--- src/verilog/l2_cache_pkg.sv ---
/*
 * L2 cache package
 * Geometry constants and shared types of the 4-way, 16-set write-back cache
 */
package l2_cache_pkg;

  // ============================================================
  // Geometry
  // ============================================================
  localparam int unsigned ADDR_W  = 32;
  localparam int unsigned BLK_W   = 128;
  localparam int unsigned ID_W    = 4;
  localparam int unsigned NUM_WAY = 4;
  localparam int unsigned NUM_SET = 16;

  // Address split into tag, set index and byte offset
  localparam int unsigned BOFF_W = $clog2(BLK_W / 8);
  localparam int unsigned IDX_W  = $clog2(NUM_SET);
  localparam int unsigned TAG_W  = ADDR_W - IDX_W - BOFF_W;

  // ============================================================
  // Types
  // ============================================================
  typedef logic [BLK_W-1:0] blk_t;
  typedef logic [TAG_W-1:0] tag_t;
  typedef logic [IDX_W-1:0] idx_t;

  // One-hot way select
  typedef logic [NUM_WAY-1:0] way_t;

  // Tree pseudo-LRU bits for one set, heap order with the root at bit 0
  typedef logic [NUM_WAY-2:0] node_t;

  typedef struct packed {
    logic valid;
    tag_t tag;
  } tag_entry_t;

endpackage

--- src/verilog/l2_array_if.sv ---
`timescale 1ns/1ps
/*
 * Controller to tag/data array link
 * Lookup index, fill and dirty strobes one way, hit and victim readout the other
 */
interface l2_array_if;

  // Driven by the controller
  l2_cache_pkg::idx_t idx;
  l2_cache_pkg::way_t wr_way;
  l2_cache_pkg::tag_t wr_tag;
  l2_cache_pkg::blk_t wr_data;
  logic               dirty_set;
  logic               dirty_clr;
  logic               flush_en;
  logic               touch;

  // Driven by the array, valid one cycle after idx
  logic               hit;
  l2_cache_pkg::way_t hit_way;
  l2_cache_pkg::blk_t hit_data;
  l2_cache_pkg::way_t victim_way;
  l2_cache_pkg::tag_t victim_tag;
  l2_cache_pkg::blk_t victim_data;
  logic               victim_dirty;

  modport ctrl (
    output idx, wr_way, wr_tag, wr_data, dirty_set, dirty_clr, flush_en, touch,
    input  hit, hit_way, hit_data, victim_way, victim_tag, victim_data, victim_dirty
  );

  modport array (
    input  idx, wr_way, wr_tag, wr_data, dirty_set, dirty_clr, flush_en, touch,
    output hit, hit_way, hit_data, victim_way, victim_tag, victim_data, victim_dirty
  );

endinterface

--- src/verilog/l2_ctrl.sv ---
`timescale 1ns/1ps
/*
 * L2 cache controller
 * Blocking FSM for lookup, writeback, refill and flush sweep
 */
module l2_ctrl (
  input  logic                           clk_i,
  input  logic                           rst_ni,
  input  logic                           flush_i,
  input  logic                           req_valid_i,
  output logic                           req_ready_o,
  input  logic                           req_we_i,
  input  logic [l2_cache_pkg::ADDR_W-1:0] req_addr_i,
  input  l2_cache_pkg::blk_t             req_data_i,
  input  logic [l2_cache_pkg::ID_W-1:0]   req_id_i,
  output logic                           rsp_valid_o,
  input  logic                           rsp_ready_i,
  output l2_cache_pkg::blk_t             rsp_data_o,
  output logic [l2_cache_pkg::ID_W-1:0]   rsp_id_o,
  output logic                           mem_req_valid_o,
  input  logic                           mem_req_ready_i,
  output logic                           mem_req_we_o,
  output logic [l2_cache_pkg::ADDR_W-1:0] mem_req_addr_o,
  output l2_cache_pkg::blk_t             mem_req_data_o,
  input  logic                           mem_rsp_valid_i,
  input  l2_cache_pkg::blk_t             mem_rsp_data_i,
  l2_array_if.ctrl                       arr
);

  typedef enum logic [2:0] {
    S_FLUSH, S_IDLE, S_LOOKUP, S_WRITEBACK, S_REFILL, S_RESPOND
  } state_t;

  state_t                          state_q;
  l2_cache_pkg::idx_t              flush_idx_q;
  logic                            flush_pend_q;
  logic                            rd_phase_q;
  logic                            req_we_q;
  logic [l2_cache_pkg::ADDR_W-1:0] req_addr_q;
  l2_cache_pkg::blk_t              req_data_q;
  logic [l2_cache_pkg::ID_W-1:0]   req_id_q;
  l2_cache_pkg::way_t              fill_way_q;
  l2_cache_pkg::tag_t              req_tag;
  l2_cache_pkg::idx_t              req_idx;
  logic [l2_cache_pkg::ADDR_W-1:0] line_addr;
  logic                            req_fire;
  logic                            mem_fire;

  assign req_tag   = req_addr_q[l2_cache_pkg::ADDR_W-1 -: l2_cache_pkg::TAG_W];
  assign req_idx   = req_addr_q[l2_cache_pkg::BOFF_W +: l2_cache_pkg::IDX_W];
  assign line_addr = {req_addr_q[l2_cache_pkg::ADDR_W-1:l2_cache_pkg::BOFF_W],
                      {l2_cache_pkg::BOFF_W{1'b0}}};

  assign req_ready_o = (state_q == S_IDLE) && !flush_pend_q && !flush_i;
  assign req_fire    = req_valid_i && req_ready_o;
  assign mem_fire    = mem_req_valid_o && mem_req_ready_i;
  assign rsp_id_o    = req_id_q;

  // ============================================================
  // Array strobes
  // ============================================================
  always_comb begin
    arr.idx       = (state_q == S_FLUSH) ? flush_idx_q : req_idx;
    arr.wr_tag    = req_tag;
    arr.wr_data   = req_data_q;
    arr.wr_way    = '0;
    arr.dirty_set = 1'b0;
    arr.dirty_clr = 1'b0;
    arr.flush_en  = (state_q == S_FLUSH);
    arr.touch     = 1'b0;
    case (state_q)
      S_LOOKUP: begin
        if (rd_phase_q && arr.hit) begin
          arr.touch = 1'b1;
          if (req_we_q) begin
            arr.wr_way    = arr.hit_way;
            arr.dirty_set = 1'b1;
          end
        end else if (rd_phase_q && req_we_q && !arr.victim_dirty) begin
          // Full-line write miss, no fetch needed
          arr.wr_way    = arr.victim_way;
          arr.dirty_set = 1'b1;
          arr.touch     = 1'b1;
        end
      end
      S_WRITEBACK: begin
        if (mem_rsp_valid_i && req_we_q) begin
          arr.wr_way    = fill_way_q;
          arr.dirty_set = 1'b1;
          arr.touch     = 1'b1;
        end
      end
      S_REFILL: begin
        if (mem_rsp_valid_i) begin
          arr.wr_way    = fill_way_q;
          arr.wr_data   = mem_rsp_data_i;
          arr.dirty_clr = 1'b1;
          arr.touch     = 1'b1;
        end
      end
      default: ;
    endcase
  end

  // ============================================================
  // State machine
  // ============================================================
  always_ff @(posedge clk_i) begin
    if (!rst_ni) begin
      state_q         <= S_FLUSH;
      flush_idx_q     <= '0;
      flush_pend_q    <= 1'b0;
      rd_phase_q      <= 1'b0;
      mem_req_valid_o <= 1'b0;
      rsp_valid_o     <= 1'b0;
    end else begin
      // Flush requests during a transaction wait for idle
      if (flush_i && (state_q != S_IDLE) && (state_q != S_FLUSH)) begin
        flush_pend_q <= 1'b1;
      end
      if (mem_fire) begin
        mem_req_valid_o <= 1'b0;
      end
      case (state_q)
        S_FLUSH: begin
          flush_idx_q <= flush_idx_q + 1'b1;
          if (flush_idx_q == l2_cache_pkg::IDX_W'(l2_cache_pkg::NUM_SET - 1)) begin
            state_q <= S_IDLE;
          end
        end
        S_IDLE: begin
          if (flush_i || flush_pend_q) begin
            flush_idx_q  <= '0;
            flush_pend_q <= 1'b0;
            state_q      <= S_FLUSH;
          end else if (req_fire) begin
            req_we_q   <= req_we_i;
            req_addr_q <= req_addr_i;
            req_data_q <= req_data_i;
            req_id_q   <= req_id_i;
            rd_phase_q <= 1'b0;
            state_q    <= S_LOOKUP;
          end
        end
        S_LOOKUP: begin
          // First cycle reads the RAMs, second one decides
          rd_phase_q <= 1'b1;
          if (rd_phase_q) begin
            fill_way_q <= arr.victim_way;
            if (arr.hit) begin
              rsp_data_o  <= req_we_q ? req_data_q : arr.hit_data;
              rsp_valid_o <= 1'b1;
              state_q     <= S_RESPOND;
            end else if (arr.victim_dirty) begin
              mem_req_valid_o <= 1'b1;
              mem_req_we_o    <= 1'b1;
              mem_req_addr_o  <= {arr.victim_tag, req_idx, {l2_cache_pkg::BOFF_W{1'b0}}};
              mem_req_data_o  <= arr.victim_data;
              state_q         <= S_WRITEBACK;
            end else if (req_we_q) begin
              rsp_data_o  <= req_data_q;
              rsp_valid_o <= 1'b1;
              state_q     <= S_RESPOND;
            end else begin
              mem_req_valid_o <= 1'b1;
              mem_req_we_o    <= 1'b0;
              mem_req_addr_o  <= line_addr;
              state_q         <= S_REFILL;
            end
          end
        end
        S_WRITEBACK: begin
          if (mem_rsp_valid_i && req_we_q) begin
            rsp_data_o  <= req_data_q;
            rsp_valid_o <= 1'b1;
            state_q     <= S_RESPOND;
          end else if (mem_rsp_valid_i) begin
            mem_req_valid_o <= 1'b1;
            mem_req_we_o    <= 1'b0;
            mem_req_addr_o  <= line_addr;
            state_q         <= S_REFILL;
          end
        end
        S_REFILL: begin
          if (mem_rsp_valid_i) begin
            rsp_data_o  <= mem_rsp_data_i;
            rsp_valid_o <= 1'b1;
            state_q     <= S_RESPOND;
          end
        end
        S_RESPOND: begin
          if (rsp_ready_i) begin
            rsp_valid_o <= 1'b0;
            state_q     <= S_IDLE;
          end
        end
        default: state_q <= S_FLUSH;
      endcase
    end
  end

endmodule

--- src/flat_wrapper.sv ---
// flat-port wrapper written by rule: the top's interface ports become plain ports
module l2_ctrl_flat 
  (clk_i, rst_ni, flush_i, req_valid_i, req_ready_o, req_we_i, req_addr_i, req_data_i, req_id_i, rsp_valid_o, rsp_ready_i, rsp_data_o, rsp_id_o, mem_req_valid_o, mem_req_ready_i, mem_req_we_o, mem_req_addr_o, mem_req_data_o, mem_rsp_valid_i, mem_rsp_data_i, arr_idx, arr_wr_way, arr_wr_tag, arr_wr_data, arr_dirty_set, arr_dirty_clr, arr_flush_en, arr_touch, arr_hit, arr_hit_way, arr_hit_data, arr_victim_way, arr_victim_tag, arr_victim_data, arr_victim_dirty);
  l2_array_if arr_i ();
  input  logic clk_i;
  input  logic rst_ni;
  input  logic flush_i;
  input  logic req_valid_i;
  output logic req_ready_o;
  input  logic req_we_i;
  input  logic [l2_cache_pkg::ADDR_W-1:0] req_addr_i;
  input  l2_cache_pkg::blk_t req_data_i;
  input  logic [l2_cache_pkg::ID_W-1:0] req_id_i;
  output logic rsp_valid_o;
  input  logic rsp_ready_i;
  output l2_cache_pkg::blk_t rsp_data_o;
  output logic [l2_cache_pkg::ID_W-1:0] rsp_id_o;
  output logic mem_req_valid_o;
  input  logic mem_req_ready_i;
  output logic mem_req_we_o;
  output logic [l2_cache_pkg::ADDR_W-1:0] mem_req_addr_o;
  output l2_cache_pkg::blk_t mem_req_data_o;
  input  logic mem_rsp_valid_i;
  input  l2_cache_pkg::blk_t mem_rsp_data_i;
  output wire logic [$bits(arr_i.idx)-1:0] arr_idx;
  output wire logic [$bits(arr_i.wr_way)-1:0] arr_wr_way;
  output wire logic [$bits(arr_i.wr_tag)-1:0] arr_wr_tag;
  output wire logic [$bits(arr_i.wr_data)-1:0] arr_wr_data;
  output wire logic [$bits(arr_i.dirty_set)-1:0] arr_dirty_set;
  output wire logic [$bits(arr_i.dirty_clr)-1:0] arr_dirty_clr;
  output wire logic [$bits(arr_i.flush_en)-1:0] arr_flush_en;
  output wire logic [$bits(arr_i.touch)-1:0] arr_touch;
  input wire logic [$bits(arr_i.hit)-1:0] arr_hit;
  input wire logic [$bits(arr_i.hit_way)-1:0] arr_hit_way;
  input wire logic [$bits(arr_i.hit_data)-1:0] arr_hit_data;
  input wire logic [$bits(arr_i.victim_way)-1:0] arr_victim_way;
  input wire logic [$bits(arr_i.victim_tag)-1:0] arr_victim_tag;
  input wire logic [$bits(arr_i.victim_data)-1:0] arr_victim_data;
  input wire logic [$bits(arr_i.victim_dirty)-1:0] arr_victim_dirty;
  assign arr_idx = arr_i.idx;
  assign arr_wr_way = arr_i.wr_way;
  assign arr_wr_tag = arr_i.wr_tag;
  assign arr_wr_data = arr_i.wr_data;
  assign arr_dirty_set = arr_i.dirty_set;
  assign arr_dirty_clr = arr_i.dirty_clr;
  assign arr_flush_en = arr_i.flush_en;
  assign arr_touch = arr_i.touch;
  assign arr_i.hit = arr_hit;
  assign arr_i.hit_way = arr_hit_way;
  assign arr_i.hit_data = arr_hit_data;
  assign arr_i.victim_way = arr_victim_way;
  assign arr_i.victim_tag = arr_victim_tag;
  assign arr_i.victim_data = arr_victim_data;
  assign arr_i.victim_dirty = arr_victim_dirty;
  l2_ctrl u_core (.clk_i(clk_i), .rst_ni(rst_ni), .flush_i(flush_i), .req_valid_i(req_valid_i), .req_ready_o(req_ready_o), .req_we_i(req_we_i), .req_addr_i(req_addr_i), .req_data_i(req_data_i), .req_id_i(req_id_i), .rsp_valid_o(rsp_valid_o), .rsp_ready_i(rsp_ready_i), .rsp_data_o(rsp_data_o), .rsp_id_o(rsp_id_o), .mem_req_valid_o(mem_req_valid_o), .mem_req_ready_i(mem_req_ready_i), .mem_req_we_o(mem_req_we_o), .mem_req_addr_o(mem_req_addr_o), .mem_req_data_o(mem_req_data_o), .mem_rsp_valid_i(mem_rsp_valid_i), .mem_rsp_data_i(mem_rsp_data_i), .arr(arr_i));
endmodule
--- config.mk ---
export PLATFORM = sky130hd
export DESIGN_NAME = l2_ctrl_flat
export DESIGN_NICKNAME = d
export VERILOG_FILES = /design/src/verilog/l2_cache_pkg.sv /design/src/verilog/l2_array_if.sv /design/src/verilog/l2_ctrl.sv /design/src/flat_wrapper.sv
export SDC_FILE = /design/constraint.sdc
export NUM_CORES = 1
export LEC_CHECK = 0
export BUFFER_PORTS_ARGS = -buffer_cell sky130_fd_sc_hd__clkbuf_2
export CAP_MARGIN = 5
export CORE_AREA = 2 2 410 412
export CTS_BUF_LIST = sky130_fd_sc_hd__clkbuf_4 sky130_fd_sc_hd__clkbuf_8
export CTS_CLUSTER_SIZE = 28
export DETAILED_ROUTE_END_ITERATION = 10
export DIE_AREA = 0 0 412 414
export MAX_ROUTING_LAYER = met4
export SYNTH_ARGS = -nofsm -noshare
export SYNTH_HDL_FRONTEND = slang
export SYNTH_SLANG_ARGS = --single-unit
--- constraint.sdc ---
create_clock -name clk_i -period 7.17 [get_ports clk_i]
set_input_delay 0.3585 -clock clk_i [delete_from_list [all_inputs] [get_ports clk_i]]
set_output_delay 0.3585 -clock clk_i [all_outputs]
set_load 0.01 [all_outputs]
# Word-level counts from Yosys, hierarchy flattened
# Index checks and enable logic that the tools add are counted.
totals:
  word_cells: 147
  register_bits: 469
  output_inout_bits: 460
  inputBits: 590
  mem_bits_ro: 0
  latch_bits: 0
  memories: 0
  ram_bits: 0
op_classes:
  muxes: 76
  n_reduce_logical: 30
  n_shift: 0
  n_eq_ne: 23
  bitwise_logic: 2
  n_addsub: 1
  div_mod_pow: 0
  multipliers: 0
  magnitude_cmp: 0
op_table:
  columns: ["cell", "count"]
  rows:
  - ["$mux 128", 9]
  - ["$pmux 128 s3", 1]
  - ["$mux 32", 6]
  - ["$pmux 32 s2", 1]
  - ["$mux 1", 33]
  - ["$mux 3", 10]
  - ["$mux 4", 7]
  - ["$reduce_and 7->1", 3]
  - ["$pmux 3 s6", 1]
  - ["$ne 2x2->1 const B", 7]
  - ["$pmux 4 s3", 1]
  - ["$logic_and 1x1->1", 10]
  - ["$ne 3x2->1 const B", 3]
  - ["$ne 2x1->1 const B", 4]
  - ["$pmux 1 s2", 4]
  - ["$pmux 4 s2", 1]
  - ["$eq 3x2->1 const B", 2]
  - ["$eq 3x3->1 const B", 2]
  - ["$ne 3x3->1 const B", 2]
  - ["$reduce_and 3->1", 2]
  - ["$reduce_and 6->1", 1]
  - ["$reduce_bool 2->1", 3]
  - ["$reduce_bool 3->1", 2]
  - ["$reduce_and 5->1", 1]
  - ["other kinds (13)", 16]

# Longest topological paths before layout
logic_depth:
  word_depth: 7
  mapped_depth: 7
  depth_no_buf: 5

# Worst setup path after synthesis
# OpenSTA, ideal clock, no wires.
synth_path:
  path_kind: "flip-flop to flip-flop"
  from: "reg u_core.state_q[0]"
  to: "reg u_core.mem_req_data_o[0], enable pin"
  setup_slack_ps: -198
  setup_time_ps: 632
  period_less_slack_ps: 7368
  t_arrival_ps: 6736
  stages_incl_launch_ff: 5
  required_ps: 6538
  n_path_buf: 1
  cell_sequence: "dfxtp_1 -> buf_2 -> and4bb_2 -> and2_1 -> nor2b_1"
synth_between:
  elab_chain_len: 2
synth_rtl:
  columns: ["item", "line", "source"]
  rows:
  - ["start, declared", "l2_ctrl.sv:34", "state_t state_q;"]
  - ["start signal, assigned", "l2_ctrl.sv:110", "state_q <= S_FLUSH;"]
  - ["start signal, assigned", "l2_ctrl.sv:128", "state_q <= S_IDLE;"]
  - ["start signal, assigned", "l2_ctrl.sv:135", "state_q <= S_FLUSH;"]
  - ["$eq 3x2->1", "l2_ctrl.sv:124", "case (state_q)"]
  - ["$reduce_and 5->1 (no source line)", null, null]
  - ["end signal, assigned", "l2_ctrl.sv:158", "mem_req_data_o <= arr.victim_data;"]
  - ["end, declared", "l2_ctrl.sv:24", "output l2_cache_pkg::blk_t mem_req_data_o,"]
# Every way passes these cells.
# A chain may end at the register's enable or synchronous reset.

# Final worst setup path
layout_path:
  from: "reg u_core.req_we_q"
  to: "reg u_core.rsp_data_o[37], data pin"
layout_between:
  elab_chain_len: 4
layout_rtl:
  columns: ["item", "line", "source"]
  rows:
  - ["start, declared", "l2_ctrl.sv:38", "logic req_we_q;"]
  - ["start signal, assigned", "l2_ctrl.sv:137", "req_we_q <= req_we_i;"]
  - ["$mux 128", "l2_ctrl.sv:151", "rsp_data_o <= req_we_q ? req_data_q : arr.hit_data;"]
  - ["$mux 128", "l2_ctrl.sv:150", "if (arr.hit) begin"]
  - ["$mux 128", "l2_ctrl.sv:148", "if (rd_phase_q) begin"]
  - ["$pmux 128 s3", "l2_ctrl.sv:124", null]
  - ["end signal, assigned", "l2_ctrl.sv:151", null]
  - ["end signal, assigned", "l2_ctrl.sv:161", "rsp_data_o <= req_data_q;"]
  - ["end signal, assigned", "l2_ctrl.sv:174", "rsp_data_o <= req_data_q;"]
  - ["end, declared", "l2_ctrl.sv:18", "output l2_cache_pkg::blk_t rsp_data_o,"]
# Every way passes these cells. The select of a mux whose other input is x is not followed.

==> key figures <==
Run status
  – Status: complete, no violations

Worst hold path
  – Worst hold path type: input port to register

Worst setup path
  – WP data required: roughly 7.8 ns
  – Maximum fanout along the worst path: 55
  – Startpoint Class: register
  – CP endpoint kind: register
  – Crit path DAT: 4.90 ns
  – Crit Path Class: register to register

Synthesis
  – Seq cells post-synth: 461
  – Top-count cell post-synth: edfxtp_1
  – Share of the synthesized area in the top cell type: 0.732
  – Synth area leader: edfxtp_1
  – Main area contributors after synthesis: edfxtp_1 (73%), mux2_2 (9.5%), a222oi_1 (6.9%), inv_1 (2.7%), buf_4 (1.8%)
  – Post-synth ARST share: 0
  – Netlist Area Pre-Place: 18500 µm²
  – Mapped Avg Cell Area: approximately 17 µm²
  – Number of synthesized flops with an enable pin: 450
  – Post-Synthesis Cells: 1060
  – Post-synthesis sequential area ratio: 0.744
  – Commonest cells post-synth: edfxtp_1 (450), mux2_2 (156), inv_1 (131)
  – Synth unique cells: ~50
  – Top_reg_cell synth: edfxtp_1
  – Yosys warning count: 0

Placed design
  – IO buf count: 1041
  – Routability congestion estimate: 0.985
  – Placed cell area: 26100 µm²
  – Final HPWL DP: ~96 mm

Finish
  – Area growth syn-to-layout: 83.2%
  – Final non-filler cell area: 33800 µm²
  – Layout net count: roughly 3300
  – Filler cell count: 17942
  – Layout cells sized above 1: 0.495

Die
  – CORE AREA: ~170000 µm²
  – Row count: 150
  – DIE AREA: around 170000 µm²
  – Die Y: 414 µm
  – Chip width: a little over 400 µm
  – Initial Utilization: 0.111
  – I/O pin count: roughly 1100

Drt
  – WL/cell: ~24 µm
  – DRC Markers: 0
  – Via Count: between 15000 and 20000
  – DRT Wirelength: about 120 mm
  – Met3 Routed Length: 10.9 mm
  – Top Layer Used: met4
  – Detailed Route Iter0 Violations: between 1500 and 2000
  – Routed wl met2: around 55 mm
  – DR vias/cell: approximately 3.6
  – Antenna-violating nets left: 0
  – TritonRoute pass-1 iters: 9
  – WL met1: slightly above 50 mm

Clock tree
  – Clock sink total: ~460
  – Clock Tree Buf Depth: 3
  – Root Buffer Master: clkbuf_8
  – Clock Latency Late Sink: between 0.8 and 0.9 ns
  – Clk pin slew, worst setup/hold paths: ~0.06 ns
  – Htree depth: 3
  – Num CTS Buffers: 91
  – Post-CTS resize count: 0
  – CTS tree: built

GRT
  – Vias in the first global route: approximately 18000
  – Tot GR Track Use: 0.142
  – First-pass GRT wire length: ~160 mm
  – Grt total ovfl: 0
  – Initial antenna violation count: between 60 and 70
  – Largest net degree at the start of global routing: 129

STA
  – Max Freq: around 240 MHz
  – Worst clock skew: between 0.04 and 0.05 ns
  – Fin Hold WS: between 0.1 and 0.15 ns
  – Total negative slack: 0 ns
  – Final hold viol count: 0
  – Final Max Slew Viols: 0
  – Least-Margin Pin Slew: ~1.4 ns
  – Fin crit share: 0.589
  – RSZ-0062 raised after global routing: no
  – Min Tclk post-route: between 4 and 5 ns
  – Slew margin rel.: 0.0867
  – Final setup viols: 0

Power
  – Peak VDD IR: around 0.15 mV
  – Clock power frac: 0.444
  – Power Internal: slightly below 5 mW
  – Sw Share: 0.247
  – Pwr per Cell Area: about 190 nW/µm²
  – Pleak: 13.8 nW
  – Net switching power: ~1.6 mW
  – Sequential Power Share: 0.457
  – Combinational share of power: 0.099

Job
  – # Max-Cap Violations: 0
## flip-flops by register name (all words and copies together) (netlist names), 4 cells and up
register and flops:
u_core.fill_way_q 4, u_core.flush_idx_q 4, u_core.mem_req_addr_o 28, u_core.mem_req_data_o 128, u_core.req_addr_q 28, u_core.req_data_q 128, u_core.rsp_data_o 128, u_core.rsp_id_o 4
## kinds of logic (layout without fill, tap and decap cells)
logic type	Yosys count	count (layout)	share of synthesized area
AOI/OAI and AO/OA	161	161	0.0822
xor gates and xnor gates	2	2	0.000949
adders and majority gates	1	1	0.000678
buffers and inverters	223	1927	0.0572
DFF	461	461	0.744
muxes	158	158	0.0963
other	1	33	0.000203
and+or+nand+nor	53	53	0.0183
## layout by cell type (no fill, tap or decap), types with 8 or more instances in the layout
cell type	n
a222oi_1	128
buf_4	11
clkbuf_2	1041
clkbuf_4	27
clkbuf_8	92
clkinv_1	22
clkinv_2	8
dfxtp_1	11
diode_2	29
dlygate4sd3_1	577
edfxtp_1	450
inv_1	131
mux2_2	156
nand2_1	8
## worst paths after layout
| kind | depth (start not counted) | slack [ns] | from | endpoint |
|---|---|---|---|---|
| max | 7 | 2.95 | u_core.req_we_q | u_core.rsp_data_o[37] |
| min | 3 | 0.14 | mem_rsp_data_i[97] | u_core.rsp_data_o[97] |
| max reg2reg | 7 | 2.95 | u_core.req_we_q | u_core.rsp_data_o[37] |
| min reg2reg | 2 | 0.56 | u_core.flush_idx_q[3] | u_core.flush_idx_q[3] |
## metrics by stage
stage	worst slack, ns	utilization	cells	total power [mW]
after floorplan	1.65	-	1063	3.17
after global placement	3.55	0.157	4231	3.43
after detailed placement	3.56	0.157	4231	3.44
after CTS	2.99	0.203	4971	6.70
after global routing	2.72	0.203	4990	6.85
final	2.95	0.203	5000	6.57
## routing by layer
layer	vias up	global-route usage
li1	7554	-
met1	8838	0.172
met2	1186	0.219
met3	249	0.0436
met4	0	0.0597
met5	-	-
## power by group through the flow
| stage | Sequential [mW] | Clock [mW] | Combinational (mW) |
|---|---|---|---|
| 3_5_place_dp | 3.06 | 0 | 0.378 |
| 6_report | 3.01 | 2.92 | 0.648 |
| 2_1_floorplan | 3.05 | 0 | 0.126 |
| 4_1_cts | 3.01 | 3.04 | 0.647 |
| 3_3_place_gp | 3.06 | 0 | 0.372 |
| 5_1_grt | 3.01 | 3.15 | 0.691 |
## worst max-delay path, cell delays in order (launching register included)
cell           delay (ns)
edfxtp_1             0.68
nor2b_1              0.18
o21ai_4              0.83
buf_4                0.72
buf_4                0.65
a222oi_1             0.22
dlygate4sd3_1        0.64
inv_1                0.06
## final cells by class
class                           instances  area (µm²)  area share
Tap cell                             2204        2760      0.0816
Antenna cell                           29        72.6     0.00215
Sequential cell                       461       13700       0.406
Inverter                              131         492      0.0145
Clock buffer                          119        1470      0.0435
Timing Repair Buffer                 1633       11100       0.330
Multi-Input combinational cell        379        3720       0.110
Clock inverter                         44         409      0.0121
## what timing repair did
item,4_1_cts,5_1_grt
endpoints found under the hold margin,453,0
endpoints found under the setup margin,0,0
setup buffers,0,0
hold buffers,577,0
Note: power is estimated with default switching activity, not from simulation.
